**config.mk**
```make
export PLATFORM = sky130hd
export DESIGN_NAME = uart_top
export DESIGN_NICKNAME = d
export VERILOG_FILES = /design/src/logic/uart_frame_pkg.sv /design/src/logic/uart_state_pkg.sv /design/src/logic/bit_timer.sv /design/src/logic/rx_deserializer.sv /design/src/logic/tx_shifter.sv /design/src/logic/uart_sequencer.sv /design/src/logic/uart_top.sv
export SDC_FILE = /design/constraint.sdc
export NUM_CORES = 1
export LEC_CHECK = 0
export ABC_AREA = 1
export ABC_CLOCK_PERIOD_IN_PS = 1900
export BUFFER_PORTS_ARGS = -buffer_cell sky130_fd_sc_hd__buf_2
export CORE_UTILIZATION = 25
export CTS_CLUSTER_SIZE = 10
export DETAILED_ROUTE_END_ITERATION = 16
export GPL_TIMING_DRIVEN = 0
export PLACE_DENSITY_LB_ADDON = 0.12
export SLEW_MARGIN = 10
export SYNTH_ARGS = -nofsm -noshare
export SYNTH_HDL_FRONTEND = slang
export SYNTH_SLANG_ARGS = --single-unit
```
**constraint.sdc**
```tcl
create_clock -name clk -period 1.9 [get_ports clk]
set_input_delay 0.19 -clock clk [delete_from_list [all_inputs] [get_ports clk]]
set_output_delay 0.19 -clock clk [all_outputs]
set_load 0.01 [all_outputs]
```
**src/logic/uart_frame_pkg.sv**
```systemverilog
package uart_frame_pkg;

	// parity option of the frame
	typedef enum logic [1:0] {
		PARITY_NONE,
		PARITY_EVEN,
		PARITY_ODD
	} parity_mode_e;

	// where a bit timer places its tick
	typedef enum logic {
		PHASE_BOUNDARY,	// last cycle of each bit period
		PHASE_MIDDLE	// first tick half a period after restart
	} bit_phase_e;

	localparam int DEFAULT_DATA_WIDTH     = 8;	// data bits per frame
	localparam int DEFAULT_CLOCKS_PER_BIT = 8;	// clocks per serial bit

endpackage

```
**src/logic/uart_state_pkg.sv**
```systemverilog
package uart_state_pkg;

	// transmit sequencer states that also select the tx line value
	typedef enum logic [2:0] {
		TX_IDLE,
		TX_START,
		TX_DATA,
		TX_PARITY,
		TX_STOP
	} tx_state_e;

	// receive sequencer states that tell the deserializer what a sample means
	typedef enum logic [2:0] {
		RX_IDLE,
		RX_START,
		RX_DATA,
		RX_PARITY,
		RX_STOP
	} rx_state_e;

endpackage

```
**src/logic/bit_timer.sv**
```systemverilog
module bit_timer #(
	parameter int CLOCKS_PER_BIT = uart_frame_pkg::DEFAULT_CLOCKS_PER_BIT,
	parameter uart_frame_pkg::bit_phase_e PHASE = uart_frame_pkg::PHASE_BOUNDARY
) (
	input  logic clk,
	input  logic reset,
	input  logic i_restart,
	input  logic i_run,
	output logic o_tick
);
	import uart_frame_pkg::*;

	localparam int CNT_W = (CLOCKS_PER_BIT > 1) ? $clog2(CLOCKS_PER_BIT) : 1;
	localparam logic [CNT_W-1:0] LAST = CNT_W'(CLOCKS_PER_BIT - 1);
	// middle mode starts part way through so the first tick lands at mid-bit
	localparam logic [CNT_W-1:0] RELOAD =
		(PHASE == PHASE_MIDDLE) ? CNT_W'(CLOCKS_PER_BIT - CLOCKS_PER_BIT / 2) : '0;

	logic [CNT_W-1:0] count;

	always_ff @(posedge clk) begin
		if (reset) begin
			count <= '0;
		end else if (i_restart) begin
			count <= RELOAD;
		end else if (i_run) begin
			count <= (count == LAST) ? '0 : count + 1'b1;	// wrap each period
		end
	end

	assign o_tick = i_run && (count == LAST);

endmodule

```
**src/logic/rx_deserializer.sv**
```systemverilog
module rx_deserializer #(
	parameter int DATA_WIDTH = uart_frame_pkg::DEFAULT_DATA_WIDTH,
	parameter uart_frame_pkg::parity_mode_e PARITY_MODE = uart_frame_pkg::PARITY_EVEN
) (
	input  logic                      clk,
	input  logic                      reset,
	input  logic                      i_serial,
	input  logic                      i_sample,
	input  uart_state_pkg::rx_state_e i_state,
	output logic                      o_start_edge,
	output logic                      o_line,
	output logic [DATA_WIDTH-1:0]     o_data,
	output logic                      o_valid,
	output logic                      o_error
);
	import uart_frame_pkg::*;
	import uart_state_pkg::*;

	logic                  sync_1;
	logic                  sync_2;
	logic                  line_prev;
	logic [DATA_WIDTH-1:0] shreg;
	logic                  par_acc;
	logic                  par_err;

	// two-flop synchronizer plus one stage for edge detection
	always_ff @(posedge clk) begin
		if (reset) begin
			sync_1    <= 1'b1;
			sync_2    <= 1'b1;
			line_prev <= 1'b1;
		end else begin
			sync_1    <= i_serial;
			sync_2    <= sync_1;
			line_prev <= sync_2;
		end
	end

	assign o_line       = sync_2;
	assign o_start_edge = line_prev && !sync_2;	// high to low

	always_ff @(posedge clk) begin
		if (i_sample && i_state == RX_DATA) begin
			shreg <= {sync_2, shreg[DATA_WIDTH-1:1]};	// lsb arrives first
		end
	end

	always_ff @(posedge clk) begin
		if (reset) begin
			par_acc <= 1'b0;
			par_err <= 1'b0;
		end else if (i_sample) begin
			case (i_state)
				RX_START: begin
					par_acc <= 1'b0;
					par_err <= 1'b0;
				end
				RX_DATA:   par_acc <= par_acc ^ sync_2;
				RX_PARITY: par_err <= par_acc ^ sync_2 ^ (PARITY_MODE == PARITY_ODD);
				default:   par_acc <= par_acc;
			endcase
		end
	end

	always_ff @(posedge clk) begin
		if (reset) begin
			o_valid <= 1'b0;
			o_error <= 1'b0;
		end else begin
			o_valid <= i_sample && i_state == RX_STOP && !par_err && sync_2;
			o_error <= i_sample && i_state == RX_STOP && (par_err || !sync_2);
		end
	end

	// holds the last good word until the next one arrives
	always_ff @(posedge clk) begin
		if (i_sample && i_state == RX_STOP && !par_err && sync_2) begin
			o_data <= shreg;
		end
	end

endmodule

```
**src/logic/tx_shifter.sv**
```systemverilog
module tx_shifter #(
	parameter int DATA_WIDTH = uart_frame_pkg::DEFAULT_DATA_WIDTH,
	parameter uart_frame_pkg::parity_mode_e PARITY_MODE = uart_frame_pkg::PARITY_EVEN
) (
	input  logic                      clk,
	input  logic                      reset,
	input  logic                      i_load,
	input  logic                      i_shift,
	input  logic [DATA_WIDTH-1:0]     i_data,
	input  uart_state_pkg::tx_state_e i_line_sel,
	output logic                      o_serial
);
	import uart_frame_pkg::*;
	import uart_state_pkg::*;

	logic [DATA_WIDTH-1:0] shreg;
	logic [DATA_WIDTH-1:0] shreg_nxt;
	logic                  parity_bit;
	logic                  line_nxt;

	always_comb begin
		shreg_nxt = shreg;
		if (i_load) begin
			shreg_nxt = i_data;
		end else if (i_shift) begin
			shreg_nxt = shreg >> 1;	// next data bit moves to bit 0
		end
	end

	// i_line_sel is the state of the coming cycle, so the flop lines up with it
	always_comb begin
		case (i_line_sel)
			TX_START:  line_nxt = 1'b0;
			TX_DATA:   line_nxt = shreg_nxt[0];
			TX_PARITY: line_nxt = parity_bit;
			default:   line_nxt = 1'b1;	// idle and stop
		endcase
	end

	always_ff @(posedge clk) begin
		shreg <= shreg_nxt;
		if (i_load) begin
			parity_bit <= (^i_data) ^ (PARITY_MODE == PARITY_ODD);
		end
	end

	always_ff @(posedge clk) begin
		if (reset) begin
			o_serial <= 1'b1;
		end else begin
			o_serial <= line_nxt;	// registered so the line cannot glitch
		end
	end

endmodule

```
**src/logic/uart_sequencer.sv**
```systemverilog
module uart_sequencer #(
	parameter int DATA_WIDTH = uart_frame_pkg::DEFAULT_DATA_WIDTH,
	parameter uart_frame_pkg::parity_mode_e PARITY_MODE = uart_frame_pkg::PARITY_EVEN
) (
	input  logic                      clk,
	input  logic                      reset,
	input  logic                      i_tx_start,
	output logic                      o_tx_busy,
	output logic                      o_tx_restart,
	output logic                      o_tx_load,
	output logic                      o_tx_shift,
	output uart_state_pkg::tx_state_e o_tx_state,
	input  logic                      i_tx_tick,
	input  logic                      i_start_edge,
	input  logic                      i_rx_line,
	output logic                      o_rx_restart,
	output uart_state_pkg::rx_state_e o_rx_state,
	output logic                      o_rx_sample,
	input  logic                      i_rx_tick
);
	import uart_frame_pkg::*;
	import uart_state_pkg::*;

	localparam int CNT_W = (DATA_WIDTH > 1) ? $clog2(DATA_WIDTH) : 1;
	localparam logic [CNT_W-1:0] LAST_BIT = CNT_W'(DATA_WIDTH - 1);

	tx_state_e        tx_state;
	tx_state_e        tx_next;
	logic [CNT_W-1:0] tx_count;
	rx_state_e        rx_state;
	rx_state_e        rx_next;
	logic [CNT_W-1:0] rx_count;
	logic             tx_accept;

	assign tx_accept = i_tx_start && tx_state == TX_IDLE;	// starts while busy are dropped

	always_comb begin
		tx_next = tx_state;
		case (tx_state)
			TX_IDLE:  if (i_tx_start) tx_next = TX_START;
			TX_START: if (i_tx_tick) tx_next = TX_DATA;
			TX_DATA: begin
				if (i_tx_tick && tx_count == LAST_BIT) begin
					if (PARITY_MODE == PARITY_NONE) begin
						tx_next = TX_STOP;
					end else begin
						tx_next = TX_PARITY;
					end
				end
			end
			TX_PARITY: if (i_tx_tick) tx_next = TX_STOP;
			TX_STOP:   if (i_tx_tick) tx_next = TX_IDLE;
			default:   tx_next = TX_IDLE;
		endcase
	end

	always_ff @(posedge clk) begin
		if (reset) begin
			tx_state <= TX_IDLE;
			tx_count <= '0;
		end else begin
			tx_state <= tx_next;
			if (tx_state != TX_DATA) begin
				tx_count <= '0;
			end else if (i_tx_tick) begin
				tx_count <= tx_count + 1'b1;
			end
		end
	end

	assign o_tx_busy    = tx_state != TX_IDLE;
	assign o_tx_restart = tx_accept;
	assign o_tx_load    = tx_accept;
	assign o_tx_shift   = i_tx_tick && tx_state == TX_DATA;
	assign o_tx_state   = tx_next;	// shifter registers the line for the coming state

	always_comb begin
		rx_next = rx_state;
		case (rx_state)
			RX_IDLE: if (i_start_edge) rx_next = RX_START;
			RX_START: begin
				if (i_rx_tick) begin
					if (i_rx_line) begin
						rx_next = RX_IDLE;	// start bit not low at mid-bit is dropped
					end else begin
						rx_next = RX_DATA;
					end
				end
			end
			RX_DATA: begin
				if (i_rx_tick && rx_count == LAST_BIT) begin
					if (PARITY_MODE == PARITY_NONE) begin
						rx_next = RX_STOP;
					end else begin
						rx_next = RX_PARITY;
					end
				end
			end
			RX_PARITY: if (i_rx_tick) rx_next = RX_STOP;
			RX_STOP:   if (i_rx_tick) rx_next = RX_IDLE;
			default:   rx_next = RX_IDLE;
		endcase
	end

	always_ff @(posedge clk) begin
		if (reset) begin
			rx_state <= RX_IDLE;
			rx_count <= '0;
		end else begin
			rx_state <= rx_next;
			if (rx_state != RX_DATA) begin
				rx_count <= '0;
			end else if (i_rx_tick) begin
				rx_count <= rx_count + 1'b1;
			end
		end
	end

	assign o_rx_restart = i_start_edge && rx_state == RX_IDLE;
	assign o_rx_state   = rx_state;
	assign o_rx_sample  = i_rx_tick && rx_state != RX_IDLE;

endmodule

```
**src/logic/uart_top.sv**
```systemverilog
module uart_top #(
	parameter int DATA_WIDTH     = uart_frame_pkg::DEFAULT_DATA_WIDTH,
	parameter int CLOCKS_PER_BIT = uart_frame_pkg::DEFAULT_CLOCKS_PER_BIT,
	parameter uart_frame_pkg::parity_mode_e PARITY_MODE = uart_frame_pkg::PARITY_EVEN
) (
	input  logic                  clk,
	input  logic                  reset,
	input  logic                  i_tx_start,
	input  logic [DATA_WIDTH-1:0] i_tx_data,
	output logic                  o_tx_busy,
	output logic                  o_serial,
	input  logic                  i_serial,
	output logic [DATA_WIDTH-1:0] o_rx_data,
	output logic                  o_rx_valid,
	output logic                  o_rx_error
);
	import uart_frame_pkg::*;
	import uart_state_pkg::*;

	logic      tx_restart;
	logic      tx_load;
	logic      tx_shift;
	logic      tx_tick;
	tx_state_e tx_state;
	logic      start_edge;
	logic      rx_line;
	logic      rx_restart;
	rx_state_e rx_state;
	logic      rx_sample;
	logic      rx_tick;

	uart_sequencer #(
		.DATA_WIDTH  (DATA_WIDTH),
		.PARITY_MODE (PARITY_MODE)
	) sequencer (
		.clk          (clk),
		.reset        (reset),
		.i_tx_start   (i_tx_start),
		.o_tx_busy    (o_tx_busy),
		.o_tx_restart (tx_restart),
		.o_tx_load    (tx_load),
		.o_tx_shift   (tx_shift),
		.o_tx_state   (tx_state),
		.i_tx_tick    (tx_tick),
		.i_start_edge (start_edge),
		.i_rx_line    (rx_line),
		.o_rx_restart (rx_restart),
		.o_rx_state   (rx_state),
		.o_rx_sample  (rx_sample),
		.i_rx_tick    (rx_tick)
	);

	bit_timer #(
		.CLOCKS_PER_BIT (CLOCKS_PER_BIT),
		.PHASE          (PHASE_BOUNDARY)
	) tx_timer (
		.clk       (clk),
		.reset     (reset),
		.i_restart (tx_restart),
		.i_run     (o_tx_busy),
		.o_tick    (tx_tick)
	);

	// mid-bit ticks for sampling the incoming line
	bit_timer #(
		.CLOCKS_PER_BIT (CLOCKS_PER_BIT),
		.PHASE          (PHASE_MIDDLE)
	) rx_timer (
		.clk       (clk),
		.reset     (reset),
		.i_restart (rx_restart),
		.i_run     (rx_state != RX_IDLE),
		.o_tick    (rx_tick)
	);

	tx_shifter #(
		.DATA_WIDTH  (DATA_WIDTH),
		.PARITY_MODE (PARITY_MODE)
	) tx_path (
		.clk        (clk),
		.reset      (reset),
		.i_load     (tx_load),
		.i_shift    (tx_shift),
		.i_data     (i_tx_data),
		.i_line_sel (tx_state),
		.o_serial   (o_serial)
	);

	rx_deserializer #(
		.DATA_WIDTH  (DATA_WIDTH),
		.PARITY_MODE (PARITY_MODE)
	) rx_path (
		.clk          (clk),
		.reset        (reset),
		.i_serial     (i_serial),
		.i_sample     (rx_sample),
		.i_state      (rx_state),
		.o_start_edge (start_edge),
		.o_line       (rx_line),
		.o_data       (o_rx_data),
		.o_valid      (o_rx_valid),
		.o_error      (o_rx_error)
	);

endmodule
```
==> impl_results.html <==
<table>
<tr><th>Metric</th><th>Value</th></tr>
<tr><th colspan="2">Floorplan</th></tr>
<tr><td>Number of rows in the core area</td><td>33</td></tr>
<tr><td>Number of ports placed on the die boundary</td><td>24</td></tr>
<tr><td>Die outline width</td><td>94.6 um</td></tr>
<tr><td>Area of the die</td><td>0.00895 sq mm</td></tr>
<tr><td>Die height</td><td>94.6 um</td></tr>
<tr><td>Starting utilization of the core area</td><td>0.260</td></tr>
<tr><td>CORE AREA</td><td>0.00826 sq mm</td></tr>
<tr><th colspan="2">Logic synthesis</th></tr>
<tr><td>Number of instances in the synthesized netlist</td><td>225</td></tr>
<tr><td>Unique cell type count in the Yosys netlist</td><td>28</td></tr>
<tr><td>Sequential-to-total area share from yosys stat</td><td>0.588</td></tr>
<tr><td>Syn Nets</td><td>245</td></tr>
<tr><td>Number of storage elements in the synthesis netlist</td><td>51</td></tr>
<tr><td>Share of the synthesized area in compound gates (AO/OA/AOI/OAI)</td><td>0.0805</td></tr>
<tr><td>Largest family of logic cells by synthesized area</td><td>simple AND/OR/NAND/NOR gates</td></tr>
<tr><td>Simple logic cell fraction of the synthesized area</td><td>0.207</td></tr>
<tr><td>Mean instance size in the synthesized netlist</td><td>9.53 sq um</td></tr>
<tr><td>Adder and majority cell fraction of the synthesized area</td><td>0.0467</td></tr>
<tr><td>Count of warnings emitted by yosys</td><td>0</td></tr>
<tr><td>Post-synthesis instance area</td><td>0.00214 sq mm</td></tr>
<tr><td>Multiplexer area fraction after synthesis</td><td>0</td></tr>
<tr><td>Xor and xnor area share after synthesis</td><td>0.0286</td></tr>
<tr><th colspan="2">Power and ir drop</th></tr>
<tr><td>Max rail drop VDD</td><td>0.375 mV</td></tr>
<tr><td>Leakage power figure</td><td>1.05 nW</td></tr>
<tr><td>Total power consumption of the routed design</td><td>0.00223 W</td></tr>
<tr><td>Power density cells</td><td>892 mW/mm^2</td></tr>
<tr><th colspan="2">Critical path</th></tr>
<tr><td>Critical Path Start</td><td>rx_timer.count[0]</td></tr>
<tr><td>Maximum fanout along the worst path</td><td>9</td></tr>
<tr><td>Most common cell type on the critical path</td><td>ha_1</td></tr>
<tr><td>Crit path kind</td><td>flop to flop</td></tr>
<tr><td>R2r endpoint</td><td>rx_path.shreg[5]</td></tr>
<tr><td>Worst R2R Start</td><td>rx_timer.count[0]</td></tr>
<tr><td>Largest incremental delay on the critical path</td><td>0.43 ns</td></tr>
<tr><td>Type of origin of the critical path</td><td>flop</td></tr>
<tr><td>Element type at the critical path end</td><td>flop</td></tr>
<tr><td>Crit path arrival time</td><td>1.69 ns</td></tr>
<tr><td>Critical-path top delay cell</td><td>nor3_4</td></tr>
<tr><td>R2r setup slk</td><td>0.17 ns</td></tr>
<tr><td>Capturing element of the worst setup path</td><td>rx_path.shreg[5]</td></tr>
<tr><td>Number of cell instances on the worst register-to-register path</td><td>4</td></tr>
<tr><td>Critical Path RT</td><td>1.85 ns</td></tr>
<tr><td>Cell-by-cell trace of the critical path</td><td>ha_1, ha_1, inv_1, nor3_4</td></tr>
<tr><th colspan="2">Final layout</th></tr>
<tr><td>Filler cell count in the final layout</td><td>911</td></tr>
<tr><td>Layout area overhead</td><td>16.6%</td></tr>
<tr><td>Final std cells w/o fill</td><td>361</td></tr>
<tr><td>Final net count</td><td>275</td></tr>
<tr><td>Proportion of layout cells with a drive suffix above 1</td><td>0.168</td></tr>
<tr><td>Number of antenna repair diodes</td><td>0</td></tr>
<tr><th colspan="2">Detailed routing</th></tr>
<tr><td>Final routed DRC violation total</td><td>0</td></tr>
<tr><td>First-pass detailed-route iteration total</td><td>4</td></tr>
<tr><td>Total wirelength of the detailed-routed design</td><td>3.84 mm</td></tr>
<tr><td>Post-DR vias/cell</td><td>4.19</td></tr>
<tr><td>Via Count</td><td>1,511</td></tr>
<tr><td>Post-DRT Antenna Nets</td><td>0</td></tr>
<tr><td>Post-DR wirelength/cell</td><td>10.6 um</td></tr>
<tr><td>Violation count after the first detailed-routing iteration</td><td>76</td></tr>
<tr><th colspan="2">Place</th></tr>
<tr><td>DP HPWL</td><td>2.87 mm</td></tr>
<tr><td>Buffers added on ports</td><td>23</td></tr>
<tr><td>Placer's final routability congestion estimate</td><td>0.744</td></tr>
<tr><td>Total placed cells including tap cells</td><td>353</td></tr>
<tr><th colspan="2">Status</th></tr>
<tr><td>Outcome</td><td>complete, no violations</td></tr>
<tr><th colspan="2">CTS</th></tr>
<tr><td>Hold bufs inserted after CTS</td><td>0</td></tr>
<tr><td>Maximum clock path buffer count</td><td>2</td></tr>
<tr><td>Number of H-tree levels</td><td>2</td></tr>
<tr><td>Library cell used as clock root buffer</td><td>clkbuf_8</td></tr>
<tr><td>Source-to-sink clock delay at the later pin of the worst-skew pair</td><td>0.30 ns</td></tr>
<tr><td>Number of buffers added by the clock tree synthesis step</td><td>5</td></tr>
<tr><td>Total number of clock tree sinks</td><td>51</td></tr>
<tr><td>Clock slew at the register clock pins of the worst setup and hold paths</td><td>0.10 ns</td></tr>
<tr><td>Clock tree from TritonCTS</td><td>done</td></tr>
<tr><th colspan="2">Timing</th></tr>
<tr><td>Fin crit share</td><td>0.912</td></tr>
<tr><td>Slew at the pin with the worst max-slew slack</td><td>0.456 ns</td></tr>
<tr><td>Final critical delay including setup and external delays</td><td>1.73 ns</td></tr>
<tr><td>Max-slew headroom</td><td>0.695</td></tr>
<tr><td>Largest clock skew in the final design</td><td>0.00997 ns</td></tr>
<tr><td>Finish-stage setup viols</td><td>0</td></tr>
<tr><td>Maximum frequency from static timing analysis</td><td>577 MHz</td></tr>
<tr><td>Hold Violations, Final</td><td>0</td></tr>
<tr><td>Fin. max-slew vios</td><td>0</td></tr>
<tr><td>Setup repair after global routing missed its margin</td><td>false</td></tr>
<tr><th colspan="2">Global routing</th></tr>
<tr><td>Total overflow reported by the global router</td><td>0</td></tr>
<tr><td>Maximum number of pins on one net before global-route repair</td><td>19</td></tr>
<tr><td>Global-route total usage across every layer</td><td>0.0973</td></tr>
<tr><td>Wire length of the first global-routing pass</td><td>6.68 mm</td></tr>
<tr><td>Initial antenna violation count</td><td>0</td></tr>
<tr><td>Via count of the first global-routing pass</td><td>1,456</td></tr>
<tr><th colspan="2">Job</th></tr>
<tr><td># Max-Cap Violations</td><td>0</td></tr>
<tr><th colspan="2">Min path</th></tr>
<tr><td>Type of the tightest min-delay check</td><td>input port to flop</td></tr>
</table>
## repair_timing
item | CTS | global route
setup buffers | 0 | 0
gates resized for setup | 2 | 1
gates cloned | 0 | 0
setup endpoints to repair | 9 | 8
## cells by family (layout without fill, tap and decap cells)
kind of cell / count (synthesis) / count (layout)
simple gates: 103 / 103
fa+ha+maj: 8 / 8
xor+xnor: 7 / 7
flops: 51 / 51
buf+inv: 28 / 59
compound gates: 28 / 28
## report_power, final
part | leakage (nW) | internal [W] | total [W] | switching, W
clock network | 0.0491 | 0.000272 | 0.000663 | 0.000391
registers | 0.443 | 0.00121 | 0.00125 | 0.0000399
logic | 0.558 | 0.000114 | 0.000315 | 0.000201
total | 1.05 | 0.00160 | 0.00223 | 0.000632
## routing by layer
layer	up-vias	wire length [um]	GRT usage
met3	5	147	0.0266
met5	-	0	0
li1	805	-	-
met2	21	1670	0.155
met4	0	72	0.0379
met1	680	1950	0.125
## cell usage after synthesis, drive strengths merged
library cell,instances,area share
nand2,53,0.097
nor2,29,0.055
dfxtp,27,0.25
inv,26,0.046
edfxtp,24,0.34
a21oi,12,0.028
nand3,10,0.023
ha,8,0.047
o21ai,8,0.019
a32o,5,0.023
or2,4,0.012
xnor2,4,0.016
nor3,3,0.0070
xor2,3,0.012
nand2b,2,0.0058
nand4,2,0.0058
a211oi,1,0.0035
a21boi,1,0.0035
buf,1,0.0023
clkbuf,1,0.0017
o21bai,1,0.0035
## flip-flops by register name, indices dropped and copies added (netlist names), 3 cells and up
| signal | count |
|---|---|
| rx_timer.count | 3 |
| sequencer.tx_count | 3 |
| rx_path.shreg | 8 |
| tx_path.shreg | 8 |
| sequencer.rx_count | 3 |
| tx_timer.count | 3 |
| sequencer.o_rx_state | 3 |
| rx_path.o_data | 8 |
| sequencer.tx_state | 3 |
## critical path: cells and delay by family (launching register included)
family                     cells  cell delay [ns]
adders and majority gates      2             0.43
buffers and inverters          1             0.15
DFF                            1             0.37
and+or+nand+nor                1             0.43
## worst min-delay path by stage
stage                                 to  cells past startpoint           start  slack, ns
after detailed placement  rx_path.o_line                      1  rx_path.sync_1       0.39
after global placement    rx_path.o_line                      1  rx_path.sync_1       0.39
after CTS                 rx_path.sync_1                      2        i_serial       0.08
after global routing      rx_path.sync_1                      2        i_serial       0.08
after floorplan           rx_path.sync_1                      1        i_serial       0.29
final                     rx_path.sync_1                      2        i_serial       0.10
## placed cells by master, fill, tap and decap left out
cell,count
nand2_1,51
edfxtp_1,24
inv_2,3
nand2_4,1
o21ai_0,8
a211oi_1,1
a21oi_1,12
or2_1,1
a21boi_1,1
o21bai_1,1
nor3_1,2
nand3_1,10
clkbuf_8,5
clkbuf_1,1
nand2b_1,2
nor2_1,26
clkinv_4,1
inv_1,23
ha_1,8
xor2_1,3
nand2_2,1
or2_0,1
inv_6,2
dfxtp_1,27
nand4_1,2
a32o_1,5
buf_2,24
nor2_4,1
xnor2_1,4
or2_2,2
nor2_2,2
nor3_4,1
## area by class of cell
type,count,area (sq um),area share
buffer,2,8.76,0.00350
clock buffer,5,68.8,0.0275
clock inverter,3,26.3,0.0105
inverter,26,97.6,0.0390
multi-input combinational,146,791,0.316
sequential,51,1260,0.505
tap,105,131,0.0526
timing repair buffer,23,115,0.0460
## metrics by stage
step / TNS (ns) / instance area [sq um] / hold WS (ns) / worst slack (ns) / util
3_3_place_gp: -3.42 / 2390 / 0.393 / -0.387 / 0.290
3_5_place_dp: -3.72 / 2390 / 0.394 / -0.419 / 0.290
2_1_floorplan: 0 / 2140 / 0.294 / 0.0594 / -
6_report: 0 / 2500 / 0.100 / 0.166 / 0.303
5_1_grt: 0 / 2500 / 0.0779 / 0.0218 / 0.303
4_1_cts: 0 / 2500 / 0.0792 / 0.0309 / 0.302
Power figures use the tool's default switching activity.
